$ cat src/source/mem_pkg.sv
`default_nettype none

package mem_pkg;

  typedef logic [31:0] addr_t;
  typedef logic [31:0] word_t;

  // low 1, 2 or 4 byte lanes
  typedef enum logic [1:0] {
    WS_BYTE,
    WS_HALF,
    WS_WORD
  } write_size_e;

  typedef enum logic {
    MEM_IDLE,
    MEM_BUSY
  } mem_state_e;

endpackage

`default_nettype wire

$ cat src/source/cache_pkg.sv
`default_nettype none

package cache_pkg;

  import mem_pkg::*;

  typedef logic [7:0] instr_tag_t;

  typedef enum logic [1:0] {
    INVALID,
    VALID,
    WAITING,
    MODIFIED
  } line_state_e;

  typedef enum logic [1:0] {
    FILL_IDLE,
    FILL_REQUEST,
    FILL_WAIT,
    FILL_WRITE
  } fill_state_e;

  typedef struct packed {
    word_t       data;
    addr_t       address;
    instr_tag_t  instr;
    line_state_e state;
    write_size_e ws;
  } line_record_t;

endpackage

`default_nettype wire

$ cat src/source/cache_ifs.sv
`timescale 1ns/1ps
`default_nettype none

interface mem_bus_if import mem_pkg::*; ();

  logic        read;
  logic        write;
  addr_t       address;
  word_t       wdata;
  write_size_e ws;
  word_t       rdata;
  logic        done;

  modport cache (
    output read, write, address, wdata, ws,
    input  rdata, done
  );

  modport memory (
    input  read, write, address, wdata, ws,
    output rdata, done
  );

endinterface

interface wb_queue_if import cache_pkg::*; ();

  logic         push;
  line_record_t push_record;
  logic         head_valid;
  line_record_t head_record;
  logic         pop;

  modport queue (
    input  push, push_record, pop,
    output head_valid, head_record
  );

  modport cache (
    input  head_valid, head_record,
    output pop
  );

  modport victim (
    output push, push_record
  );

endinterface

`default_nettype wire

$ cat src/source/line_store.sv
`timescale 1ns/1ps
`default_nettype none

module line_store import mem_pkg::*, cache_pkg::*; #(
  parameter int cache_lines = 8
) (
  input  logic        global_signals,
  input  logic        reset,
  input  addr_t       lookup_address,
  output logic        lookup_hit,
  output word_t       lookup_data,
  input  logic        fill,
  input  addr_t       fill_address,
  input  word_t       fill_data,
  input  logic        store_write,
  input  addr_t       store_address,
  input  word_t       store_data,
  input  instr_tag_t  store_tag,
  input  write_size_e store_ws,
  input  logic        commit_valid_a,
  input  logic        commit_valid_b,
  input  instr_tag_t  commit_tag_a,
  input  instr_tag_t  commit_tag_b,
  input  logic        queue_full,
  output logic        store_ready,
  wb_queue_if.victim  victim
);

  localparam int idx_w = (cache_lines > 1) ? $clog2(cache_lines) : 1;

  line_record_t lines [cache_lines];

  logic             have_same;
  logic             have_invalid;
  logic             have_valid;
  logic             have_modified;
  logic [idx_w-1:0] same_idx;
  logic [idx_w-1:0] invalid_idx;
  logic [idx_w-1:0] valid_idx;
  logic [idx_w-1:0] modified_idx;
  logic [idx_w-1:0] victim_idx;
  logic [idx_w-1:0] store_idx;
  logic             store_push;
  logic             fill_push;
  logic             store_take;
  logic             fill_take;

  // all lines searched at once, lowest index wins
  always_comb begin
    lookup_hit    = 1'b0;
    lookup_data   = '0;
    have_same     = 1'b0;
    have_invalid  = 1'b0;
    have_valid    = 1'b0;
    have_modified = 1'b0;
    same_idx      = '0;
    invalid_idx   = '0;
    valid_idx     = '0;
    modified_idx  = '0;
    for (int i = cache_lines - 1; i >= 0; i--) begin
      if (lines[i].state == VALID || lines[i].state == MODIFIED) begin
        if (lines[i].address == lookup_address) begin
          lookup_hit  = 1'b1;
          lookup_data = lines[i].data;
        end
        if (lines[i].address == store_address) begin
          have_same = 1'b1;
          same_idx  = idx_w'(i);
        end
      end
      if (lines[i].state == INVALID) begin
        have_invalid = 1'b1;
        invalid_idx  = idx_w'(i);
      end
      if (lines[i].state == VALID) begin
        have_valid = 1'b1;
        valid_idx  = idx_w'(i);
      end
      if (lines[i].state == MODIFIED) begin
        have_modified = 1'b1;
        modified_idx  = idx_w'(i);
      end
    end
  end

  // victim order: invalid, valid, modified
  always_comb begin
    if (have_invalid) begin
      victim_idx = invalid_idx;
    end else if (have_valid) begin
      victim_idx = valid_idx;
    end else begin
      victim_idx = modified_idx;
    end
  end

  assign store_idx   = have_same ? same_idx : victim_idx;
  assign store_push  = lines[store_idx].state == MODIFIED;
  assign fill_push   = lines[victim_idx].state == MODIFIED;
  assign store_ready = (have_same || have_invalid || have_valid || have_modified) &&
                       !(store_push && queue_full);
  assign store_take  = store_write && store_ready;
  assign fill_take   = fill && (have_invalid || have_valid || have_modified) &&
                       !(fill_push && queue_full);

  assign victim.push        = (store_take && store_push) || (fill_take && fill_push);
  assign victim.push_record = (store_take && store_push) ? lines[store_idx] : lines[victim_idx];

  always_ff @(posedge global_signals) begin
    if (reset) begin
      for (int i = 0; i < cache_lines; i++) begin
        lines[i].state <= INVALID;
      end
    end else begin
      for (int i = 0; i < cache_lines; i++) begin
        if (lines[i].state == WAITING &&
            ((commit_valid_a && lines[i].instr == commit_tag_a) ||
             (commit_valid_b && lines[i].instr == commit_tag_b))) begin
          lines[i].state <= MODIFIED;
        end
      end
      if (fill_take) begin
        lines[victim_idx] <= '{data: fill_data, address: fill_address, instr: '0,
                               state: VALID, ws: WS_WORD};
      end
      if (store_take) begin
        lines[store_idx] <= '{data: store_data, address: store_address, instr: store_tag,
                              state: WAITING, ws: store_ws};
      end
    end
  end

endmodule

`default_nettype wire

$ cat src/source/write_back_queue.sv
`timescale 1ns/1ps
`default_nettype none

module write_back_queue import cache_pkg::*; #(
  parameter int cache_lines = 8
) (
  input  logic      global_signals,
  input  logic      reset,
  wb_queue_if.queue queue,
  output logic      full
);

  localparam int ptr_w = (cache_lines > 1) ? $clog2(cache_lines) : 1;

  line_record_t     slots [cache_lines];
  logic [ptr_w-1:0] head;
  logic [ptr_w-1:0] tail;
  logic [ptr_w:0]   count;
  logic             do_push;
  logic             do_pop;

  function automatic logic [ptr_w-1:0] next_ptr(input logic [ptr_w-1:0] ptr);
    return (ptr == ptr_w'(cache_lines - 1)) ? '0 : ptr + 1'b1;
  endfunction

  assign full              = count == (ptr_w + 1)'(cache_lines);
  assign queue.head_valid  = count != '0;
  assign queue.head_record = slots[head];
  assign do_pop            = queue.pop && queue.head_valid;
  // a pop frees the slot a full queue needs
  assign do_push           = queue.push && (!full || do_pop);

  always_ff @(posedge global_signals) begin
    if (reset) begin
      head  <= '0;
      tail  <= '0;
      count <= '0;
    end else begin
      if (do_push) begin
        tail <= next_ptr(tail);
      end
      if (do_pop) begin
        head <= next_ptr(head);
      end
      if (do_push && !do_pop) begin
        count <= count + 1'b1;
      end else if (do_pop && !do_push) begin
        count <= count - 1'b1;
      end
    end
  end

  always_ff @(posedge global_signals) begin
    if (do_push) begin
      slots[tail] <= queue.push_record;
    end
  end

endmodule

`default_nettype wire

$ cat src/source/data_cache.sv
`timescale 1ns/1ps
`default_nettype none

module data_cache import mem_pkg::*, cache_pkg::*; #(
  parameter int cache_lines = 8
) (
  input  logic        global_signals,
  input  logic        reset,
  input  logic        load_read,
  input  addr_t       load_address,
  output logic        load_hit,
  output word_t       load_data,
  input  logic        store_write,
  input  addr_t       store_address,
  input  word_t       store_data,
  input  instr_tag_t  store_tag,
  input  write_size_e store_ws,
  input  logic        commit_valid_a,
  input  logic        commit_valid_b,
  input  instr_tag_t  commit_tag_a,
  input  instr_tag_t  commit_tag_b,
  output logic        store_ready,
  mem_bus_if.cache    mem
);

  wb_queue_if wbq ();

  fill_state_e fill_state;
  logic        lookup_hit;
  word_t       lookup_data;
  logic        miss;
  logic        fill;
  logic        queue_full;
  logic        lines_ready;

  assign miss    = load_read && !lookup_hit;
  assign fill    = (fill_state == FILL_WAIT) && mem.done;
  assign wbq.pop = (fill_state == FILL_WRITE) && mem.done;
  // keeps the fill victim away from a racing store
  assign store_ready = lines_ready && (fill_state != FILL_WAIT);

  line_store #(.cache_lines(cache_lines)) u_line_store (
    .global_signals(global_signals), .reset(reset),
    .lookup_address(load_address), .lookup_hit(lookup_hit), .lookup_data(lookup_data),
    .fill(fill), .fill_address(mem.address), .fill_data(mem.rdata),
    .store_write(store_write), .store_address(store_address), .store_data(store_data),
    .store_tag(store_tag), .store_ws(store_ws),
    .commit_valid_a(commit_valid_a), .commit_valid_b(commit_valid_b),
    .commit_tag_a(commit_tag_a), .commit_tag_b(commit_tag_b),
    .queue_full(queue_full), .store_ready(lines_ready), .victim(wbq.victim)
  );

  write_back_queue #(.cache_lines(cache_lines)) u_write_back_queue (
    .global_signals(global_signals), .reset(reset), .queue(wbq.queue), .full(queue_full)
  );

  always_ff @(posedge global_signals) begin
    if (reset) begin
      load_hit <= 1'b0;
    end else begin
      load_hit <= load_read && lookup_hit;
    end
  end

  always_ff @(posedge global_signals) begin
    if (load_read && lookup_hit) begin
      load_data <= lookup_data;
    end
  end

  // write-back first, reads only with an empty queue
  always_ff @(posedge global_signals) begin
    if (reset) begin
      fill_state <= FILL_IDLE;
      mem.read   <= 1'b0;
      mem.write  <= 1'b0;
    end else begin
      case (fill_state)
        FILL_IDLE, FILL_REQUEST: begin
          if (wbq.head_valid) begin
            mem.write  <= 1'b1;
            fill_state <= FILL_WRITE;
          end else if (fill_state == FILL_REQUEST && miss) begin
            mem.read   <= 1'b1;
            fill_state <= FILL_WAIT;
          end else begin
            fill_state <= miss ? FILL_REQUEST : FILL_IDLE;
          end
        end
        FILL_WAIT: begin
          if (mem.done) begin
            mem.read   <= 1'b0;
            fill_state <= FILL_IDLE;
          end
        end
        FILL_WRITE: begin
          if (mem.done) begin
            mem.write  <= 1'b0;
            fill_state <= FILL_IDLE;
          end
        end
        default: fill_state <= FILL_IDLE;
      endcase
    end
  end

  // request payload only moves while no request is up
  always_ff @(posedge global_signals) begin
    if (fill_state == FILL_IDLE || fill_state == FILL_REQUEST) begin
      if (wbq.head_valid) begin
        mem.address <= wbq.head_record.address;
        mem.wdata   <= wbq.head_record.data;
        mem.ws      <= wbq.head_record.ws;
      end else begin
        mem.address <= load_address;
      end
    end
  end

endmodule

`default_nettype wire

$ cat src/flat_wrapper.sv
// flat-port wrapper written by rule: the top's interface ports become plain ports
module data_cache_flat import mem_pkg::*, cache_pkg::*;
#(
  parameter int cache_lines = 8
)
  (global_signals, reset, load_read, load_address, load_hit, load_data, store_write, store_address, store_data, store_tag, store_ws, commit_valid_a, commit_valid_b, commit_tag_a, commit_tag_b, store_ready, mem_read, mem_write, mem_address, mem_wdata, mem_ws, mem_rdata, mem_done);
  mem_bus_if mem_i ();
  input  logic global_signals;
  input  logic reset;
  input  logic load_read;
  input  addr_t load_address;
  output logic load_hit;
  output word_t load_data;
  input  logic store_write;
  input  addr_t store_address;
  input  word_t store_data;
  input  instr_tag_t store_tag;
  input  write_size_e store_ws;
  input  logic commit_valid_a;
  input  logic commit_valid_b;
  input  instr_tag_t commit_tag_a;
  input  instr_tag_t commit_tag_b;
  output logic store_ready;
  output wire logic [$bits(mem_i.read)-1:0] mem_read;
  output wire logic [$bits(mem_i.write)-1:0] mem_write;
  output wire logic [$bits(mem_i.address)-1:0] mem_address;
  output wire logic [$bits(mem_i.wdata)-1:0] mem_wdata;
  output wire logic [$bits(mem_i.ws)-1:0] mem_ws;
  input wire logic [$bits(mem_i.rdata)-1:0] mem_rdata;
  input wire logic [$bits(mem_i.done)-1:0] mem_done;
  assign mem_read = mem_i.read;
  assign mem_write = mem_i.write;
  assign mem_address = mem_i.address;
  assign mem_wdata = mem_i.wdata;
  assign mem_ws = mem_i.ws;
  assign mem_i.rdata = mem_rdata;
  assign mem_i.done = mem_done;
  data_cache #(.cache_lines(cache_lines)) u_core (.global_signals(global_signals), .reset(reset), .load_read(load_read), .load_address(load_address), .load_hit(load_hit), .load_data(load_data), .store_write(store_write), .store_address(store_address), .store_data(store_data), .store_tag(store_tag), .store_ws(store_ws), .commit_valid_a(commit_valid_a), .commit_valid_b(commit_valid_b), .commit_tag_a(commit_tag_a), .commit_tag_b(commit_tag_b), .store_ready(store_ready), .mem(mem_i));
endmodule
$ cat config.mk
export PLATFORM = sky130hd
export DESIGN_NAME = data_cache_flat
export DESIGN_NICKNAME = d
export VERILOG_FILES = /design/src/source/mem_pkg.sv /design/src/source/cache_pkg.sv /design/src/source/cache_ifs.sv /design/src/source/line_store.sv /design/src/source/write_back_queue.sv /design/src/source/data_cache.sv /design/src/flat_wrapper.sv
export SDC_FILE = /design/constraint.sdc
export NUM_CORES = 2
export LEC_CHECK = 0
export BUFFER_PORTS_ARGS = -buffer_cell sky130_fd_sc_hd__buf_4
export CAP_MARGIN = 10
export CORE_AREA = 2 2 477 337
export DETAILED_ROUTE_END_ITERATION = 7
export DIE_AREA = 0 0 479 339
export PLACE_DENSITY = 0.56
export SYNTH_ARGS = -nofsm -noshare
export SYNTH_HDL_FRONTEND = slang
export SYNTH_SLANG_ARGS = --single-unit
$ cat constraint.sdc
create_clock -name global_signals -period 30.4 [get_ports global_signals]
set_input_delay 3.04 -clock global_signals [delete_from_list [all_inputs] [get_ports global_signals]]
set_output_delay 3.04 -clock global_signals [all_outputs]
set_load 0.05 [all_outputs]
# ---- Word level (Yosys, flattened, before mapping)
# Memories as Yosys holds them, arrays and structs flattened. A register that Yosys moved wholly into a read port is not among the register bits.
# Index checks and enable logic that the tools add are counted.
dict set report op_classes {
  bitwise_logic 8
  n_div 0
  muxes 176
  reduce_logical 90
  eq_ne 71
  addsub 4
  magnitude_cmp 0
  n_mul 0
  shifts 0
}
# operator count
set op_table {}
lappend op_table {{2-to-1 mux 32 bit} 17}
lappend op_table {{== test 32 bit} 16}
lappend op_table {{2-to-1 mux 3 bit} 47}
lappend op_table {{== test 8 bit} 16}
lappend op_table {{2-to-1 mux 1 bit} 95}
lappend op_table {{2-to-1 mux 76 bit} 1}
lappend op_table {{logical AND 1 bit} 42}
lappend op_table {{== test 2 bit, second input constant} 20}
lappend op_table {{logical OR 1 bit} 24}
lappend op_table {{2-to-1 mux 2 bit} 11}
lappend op_table {{== test 2 x 1 -> 1 bit, second input constant} 9}
lappend op_table {{zero test 2 bit} 9}
lappend op_table {{!= test 2 bit, second input constant} 5}
lappend op_table {{2-to-1 mux 4 bit} 2}
lappend op_table {{OR 1 bit} 8}
lappend op_table {{adder 3 x 1 -> 3 bit, second input constant} 2}
lappend op_table {{== test 3 bit, second input constant} 2}
lappend op_table {{zero test 1 bit} 6}
lappend op_table {{nonzero test 2 bit} 3}
lappend op_table {{adder 4 x 1 -> 4 bit, second input constant} 1}
lappend op_table {{== test 4 bit, second input constant} 1}
lappend op_table {{!= test 2 x 1 -> 1 bit, second input constant} 2}
lappend op_table {{one-hot mux 1 bit (2 select lines)} 2}
lappend op_table {{one-hot mux 2 bit (2 select lines)} 1}
lappend op_table {{other kinds (6)} 7}
dict set report word_totals {
  ram_bits 1216
  ff_bits 113
  memories 2
  rom_bits 0
  latch_bits 0
  output_inout_bits 102
}
# name words width read_ports rd_clocked_by_memory_dff write_ports line_no
set mem_list {}
lappend mem_list {u_core.u_line_store.lines 8 76 10 0 10 line_store.sv:31} ;# line_record_t lines [cache_lines];
lappend mem_list {u_core.u_write_back_queue.slots 8 76 1 1 1 write_back_queue.sv:15} ;# line_record_t slots [cache_lines];

# ---- Longest topological paths before layout
# An unclocked memory read counts as a cell.
dict set report logic_depth {
  ltp_word 32
  mapped_depth 22
  mapped_depth_nobuf 19
}

# ---- Modules after synthesis
# A second synthesis with hierarchy kept.
dict set report unflattened {
  hier_cells 5581
  area_unflattened_um2 71670.0
}
# module instances seq_area_each_um2 area_each_um2 cells_per_inst
set modules_own_cells {}
lappend modules_own_cells {line_store 1 18097.4 44561.5 4466}
lappend modules_own_cells {write_back_queue 1 18517.8 23436.2 954}
lappend modules_own_cells {data_cache 1 3042.9 3672.3 161}

# ---- Worst setup path before layout
# Ideal clock, no wire load.
dict set report synth_timing {
  path_type {input to register}
  start {input store_address[12]}
  end {memory u_core.u_write_back_queue.slots[1][0] (netlist bit) (enable)}
  n_path_buf 1
  stages 12
  slack_ns 17.200
  required_time_ns 29.723
  t_arrival_ns 12.524
  setup_ns 0.677
  path_cell_list {buf_2 xor2_1 nor4_1 nand4_1 or4_1 and3_1 a22o_1 mux2i_4 o211ai_1 a21oi_2 nor2_1 nor4b_1}
}
dict set report synth_via {
  elab_chain_cells 29
  elab_cells_between_ends 55
}
# item line_no
set synth_rtl {}
lappend synth_rtl {{start: declaration} flat_wrapper.sv:15} ;# input addr_t store_address;
lappend synth_rtl {{== test 32 bit} line_store.sv:66} ;# if (lines[i].address == store_address) begin
lappend synth_rtl {{2-to-1 mux 3 bit or 2-to-1 mux 1 bit (tied branches)} line_store.sv:66}
lappend synth_rtl {{2-to-1 mux 3 bit or 2-to-1 mux 1 bit (tied branches)} line_store.sv:61} ;# if (lines[i].state == VALID || lines[i].state == MODIFIED) begin
lappend synth_rtl {{2-to-1 mux 3 bit or 2-to-1 mux 1 bit (tied branches)} line_store.sv:66}
lappend synth_rtl {{2-to-1 mux 3 bit or 2-to-1 mux 1 bit (tied branches)} line_store.sv:61}
lappend synth_rtl {{2-to-1 mux 3 bit or 2-to-1 mux 1 bit (tied branches)} line_store.sv:66}
lappend synth_rtl {{2-to-1 mux 3 bit or 2-to-1 mux 1 bit (tied branches)} line_store.sv:61}
lappend synth_rtl {{2-to-1 mux 3 bit or 2-to-1 mux 1 bit (tied branches)} line_store.sv:66}
lappend synth_rtl {{[13 not listed]} n/a}
lappend synth_rtl {{zero test 1 bit} line_store.sv:101} ;# !(store_push && queue_full);
lappend synth_rtl {{logical AND 1 bit} line_store.sv:100} ;# assign store_ready = (have_same || have_invalid || have_valid || have_modified) &&
lappend synth_rtl {{logical AND 1 bit} line_store.sv:102} ;# assign store_take = store_write && store_ready;
lappend synth_rtl {{logical AND 1 bit *} line_store.sv:106} ;# assign victim.push = (store_take && store_push) || (fill_take && fill_push);
lappend synth_rtl {{logical OR 1 bit *} line_store.sv:106}
lappend synth_rtl {{logical AND 1 bit *} write_back_queue.sv:31} ;# assign do_push = queue.push && (!full || do_pop);
lappend synth_rtl {{2-to-1 mux 1 bit *} write_back_queue.sv:54} ;# if (do_push) begin
lappend synth_rtl {{2-to-1 mux 1 bit (not written as such) *} write_back_queue.sv:55} ;# slots[tail] <= queue.push_record;
lappend synth_rtl {{end: declaration} write_back_queue.sv:15}
# Every way passes the cells marked *; elsewhere a longest branch is shown, timed or not.

# ---- Final worst setup path
dict set report layout_timing {
  start {input store_address[12]}
  end {output store_ready}
}
dict set report layout_via {
  elab_chain_cells 24
  elab_cells_between_ends 50
}
# item line_no
set layout_rtl {}
lappend layout_rtl {{== test 32 bit} line_store.sv:66}
lappend layout_rtl {{2-to-1 mux 3 bit or 2-to-1 mux 1 bit (tied branches)} line_store.sv:66}
lappend layout_rtl {{2-to-1 mux 3 bit or 2-to-1 mux 1 bit (tied branches)} line_store.sv:61}
lappend layout_rtl {{2-to-1 mux 3 bit or 2-to-1 mux 1 bit (tied branches)} line_store.sv:66}
lappend layout_rtl {{2-to-1 mux 3 bit or 2-to-1 mux 1 bit (tied branches)} line_store.sv:61}
lappend layout_rtl {{2-to-1 mux 3 bit or 2-to-1 mux 1 bit (tied branches)} line_store.sv:66}
lappend layout_rtl {{2-to-1 mux 3 bit or 2-to-1 mux 1 bit (tied branches)} line_store.sv:61}
lappend layout_rtl {{2-to-1 mux 3 bit or 2-to-1 mux 1 bit (tied branches)} line_store.sv:66}
lappend layout_rtl {{[8 not listed]} n/a}
lappend layout_rtl {{2-to-1 mux 3 bit or 2-to-1 mux 1 bit (tied branches)} line_store.sv:61}
lappend layout_rtl {{2-to-1 mux 3 bit} line_store.sv:97} ;# assign store_idx = have_same ? same_idx : victim_idx;
lappend layout_rtl {{memory read (8 x 76 bit)} n/a}
lappend layout_rtl {{== test 2 bit} line_store.sv:98} ;# assign store_push = lines[store_idx].state == MODIFIED;
lappend layout_rtl {{logical AND 1 bit} line_store.sv:101}
lappend layout_rtl {{zero test 1 bit} line_store.sv:101}
lappend layout_rtl {{logical AND 1 bit *} line_store.sv:100}
lappend layout_rtl {{logical AND 1 bit *} data_cache.sv:40} ;# assign store_ready = lines_ready && (fill_state != FILL_WAIT);
lappend layout_rtl {{end: declaration} flat_wrapper.sv:23} ;# output logic store_ready;
# Marked as above.

==> results.py <==
metrics = {
    "run_status": {
        "status": "finished with violations",
        "violations": "DRC",
    },
    "floorplanning": {
        "initial_utilization": 0.4197,
        "fp.coreArea_sq_um": 157400,
        "die_w_um": 479,
        "pin_count": 263,
        "die_height_um": 339,
        "rows": 122,
        "dieArea_sq_um": 162400,
    },
    "placed_design": {
        "gp_congestion": 1.116,
        "dp_hpwl_um": 231700,
        "portBuffers": 262,
    },
    "worst_setup_path": {
        "crit_fanout": 22,
        "worst_path_most_repeated_cell": "buf_4",
        "startpoint_type": "input pin",
        "critPathRequiredTime_ps": 27360,
        "worstSetupPathType": "input pin to primary output",
        "arrival_ps": 7440,
        "endpoint_kind": "primary output",
        "path_delay_family": "simple AND/OR/NAND/NOR gates",
        "max_stage_delay_ps": 910,
        "crit_buf_inv": 3,
        "cp_slowest_cell": "nor4_1",
        "cp_cell_sequence": "buf_4 -> xor2_1 -> nor4b_1 -> nand4_1 -> nor4_1 -> or4_1 -> o21ai_4 -> buf_4 -> a311o_1 -> o211ai_1 -> a21oi_1 -> nor3_1 -> buf_4",
    },
    "global_routing": {
        "grt_use_total": 0.4095,
        "antenna_found_initial": 16,
        "grt_max_degree": 96,
        "grt_pass1_wl_um": 455300,
        "gr-total-overflow": 0,
        "grt_pass1_vias": 50450,
    },
    "yosys": {
        "syn_area_sq_um": 66050,
        "yosysWarnings": 0,
        "ys_types": 81,
        "synth-seq-cells": 1252,
        "seq_area_frac_synth": 0.5641,
        "synthesis.nets": 5510,
        "ys.flop_type": "edfxtp_1",
        "synth_edf_count": 1218,
        "async_flop_share": 0,
        "synth_cells": 5341,
        "synth_area_per_cell_sq_um": 12.37,
    },
    "clock_network": {
        "cts_sinks": 1252,
        "cts_made_buffers": 121,
        "clk_latency_ps": 820,
        "cts_root_buf": "clkbuf_16",
        "h-tree-depth": 3,
        "cts_tree": "yes",
        "holdBufCountCts": 0,
        "clk_pin_slew_worst_paths_ps": 60,
        "cts.repair.resized": 0,
        "post-cts-setup-buffers": 0,
        "cts_buffer_depth": 3,
    },
    "sta": {
        "hold_viol_final": 0,
        "tns_ps": 0,
        "fin_hold_ws_ps": 522.5,
        "drv_slew": 0,
        "finClkSkew_ps": 78.90,
        "clock.fmax_ghz": 0.09540,
        "setup_viol": 0,
        "min_period_ps": 10480,
        "period_share": 0.3448,
        "relSlewSlack": 0.08249,
        "rsz0062_at_grt": "false",
        "worst_slew_pin_slew_ps": 1370,
    },
    "power_and_ir_drop": {
        "p_leak_nw": 24.01,
        "p_per_area_nw_per_um2": 69.94,
        "ir_drop_mv": 0.07568,
    },
    "detailed_routing": {
        "route.met2.wl_um": 137300,
        "first_pass_iters": 8,
        "drt-initial-drc-count": 10790,
        "wl_per_cell_um": 44.56,
        "routed-wl-met3_um": 49490,
        "totalWireLength_um": 342100,
        "met1_length_um": 139100,
        "vias": 55050,
        "ant_nets": 0,
        "drc": 2,
        "highest-signal-layer": "met5",
        "vias_per_cell": 7.171,
    },
    "layout": {
        "nFillCells": 14070,
        "area_growth_pct": 13.35,
        "layout.nets": 5627,
        "drive_above_1_share": 0.1836,
    },
    "job": {
        "maxCapViolations": 0,
    },
    "min_path": {
        "hold_class": "flop to flop",
    },
}
[worst register-to-register path, delay by kind of cell (launching register included)]
kind / cells / cell delay (ps)
compound gates: 3 / 1720
simple gates: 7 / 2650
flops: 1 / 770
xor+xnor: 1 / 210
buf+inv: 5 / 2540
[cells in the mapped netlist (40+ instances only)]
cell         n  area [sq um]
buf_1       57         214.0
o21ai_0    112         560.5
o21a_1      47         352.8
mux2i_1    142          1421
and2_1      40         250.2
buf_2      129         645.6
a221oi_1   100         875.8
nand2_1    444          1667
clkbuf_1   261         979.7
mux2_2     140          1577
nor4_1     130         813.3
a22oi_1    175          1314
edfxtp_1  1218         36580
a22o_1      69         604.3
nand3_1     94         470.5
mux4_2     132          2973
o22ai_1    544          3403
a31oi_1     43         269.0
inv_1       84         315.3
xnor2_1    289          2531
nand4_1    115         719.4
a21oi_1    104         520.5
nor3_1      64         320.3
nor2_1     142         533.0
xor2_1     346          3030
[state kept, by name, summed over array words and instances, names as in the netlist, named ones only]
| name | flops |
|---|---|
| u_core.load_data | 32 |
| u_core.u_line_store.lines | 608 |
| u_core.u_write_back_queue.tail | 3 |
| u_core.mem.wdata | 32 |
| u_core.u_write_back_queue.head | 3 |
| u_core.fill_state | 2 |
| u_core.mem.ws | 2 |
| u_core.mem.address | 32 |
| u_core.mem.read | 1 |
| u_core.load_hit | 1 |
| u_core.u_write_back_queue.count | 4 |
| u_core.u_write_back_queue.slots | 528 |
| u_core.mem.write | 1 |
[logic make-up after synthesis]
group,count (synthesis),synth area share
muxes,416,0.09097
DFF,1252,0.5641
buffers and inverters,540,0.03361
adders and majority gates,8,0.001629
AOI/OAI and AO/OA,1360,0.1416
and+or+nand+nor,1130,0.08390
xor gates and xnor gates,635,0.08421
[power breakdown]
group	total (mW)	switching, mW	internal (mW)
sequential	2.21	0.0939	2.11
clock	1.54	0.709	0.832
combinational	1.49	1.14	0.351
total	5.24	1.94	3.30
[path summary, 6_finish.rpt]
check                                            startpoint                                          to  slack, ps  cells past startpoint
max reg2reg      u_core.u_line_store.lines[2][15]$_DFFE_PP_  u_core.u_line_store.lines[2][68]$_DFFE_PP_      22200                     16
min reg2reg  u_core.u_write_back_queue.head[1]$_SDFFE_PP0P_                                        flop        520                      2
min          u_core.u_write_back_queue.head[1]$_SDFFE_PP0P_                                        flop        520                      2
max                                       store_address[12]                                 store_ready      19920                     13
[area by class of cell]
class                      count  area, sq um  share of cell area
antenna                        7        17.52           0.0002340
clock buffer                 151         3253             0.04345
clock inverter                76        743.2            0.009927
inverter                      85        319.1            0.004262
multi-input combinational   3549        27190              0.3631
sequential                  1252        37270              0.4978
tap                         2108         2638             0.03523
timing repair buffer         449         3441             0.04596
[through the flow]
step / utilization / worst slack [ps] / instances / total power, mW / cell area (sq um)
floorplan: - / 17200 / 5341 / 2.933 / 66050
global placement: 0.4500 / 20080 / 7441 / 3.641 / 70820
detailed placement: 0.4500 / 20110 / 7441 / 3.652 / 70820
CTS: 0.4754 / 20110 / 7668 / 5.168 / 74810
global route: 0.4756 / 19950 / 7670 / 5.326 / 74850
finish: 0.4757 / 19920 / 7677 / 5.236 / 74870
[per-layer routing]
layer,vias up,track usage
met3,920,0.1546
met1,27970,0.5840
met2,4812,0.5618
met5,-,0.006471
met4,20,0.1503
li1,21320,-
[layout by cell type (no fill, tap or decap), types with 13 or more instances in the layout]
master     netlist  final
dfxtp_1         34     31
a31oi_1         43     30
a22o_1          69     69
or4_1           19     13
inv_1           84     83
nand2b_1        14     14
edfxtp_1      1218   1218
clkbuf_16        0    123
clkinv_2         0     30
clkbuf_1       261     21
nand4_1        115    115
xor2_1         346    346
o31ai_1         34     34
nand2_1        444    433
and2_1          40     37
a222oi_1        25     25
a21oi_1        104    101
xnor2_1        289    289
mux4_2         132    132
o22ai_1        544    544
nand3_1         94     91
a22oi_1        175    175
nor2_1         142    124
mux2i_1        142    142
clkinv_1         0     22
nor4_1         130    127
nor3_1          64     61
o21a_1          47     47
a221oi_1       100    100
buf_4            6    443
mux2_2         140    140
nor2_4           1     16
o21ai_0        112    108
a31oi_2          0     13
Power figures use the tool's default switching activity.
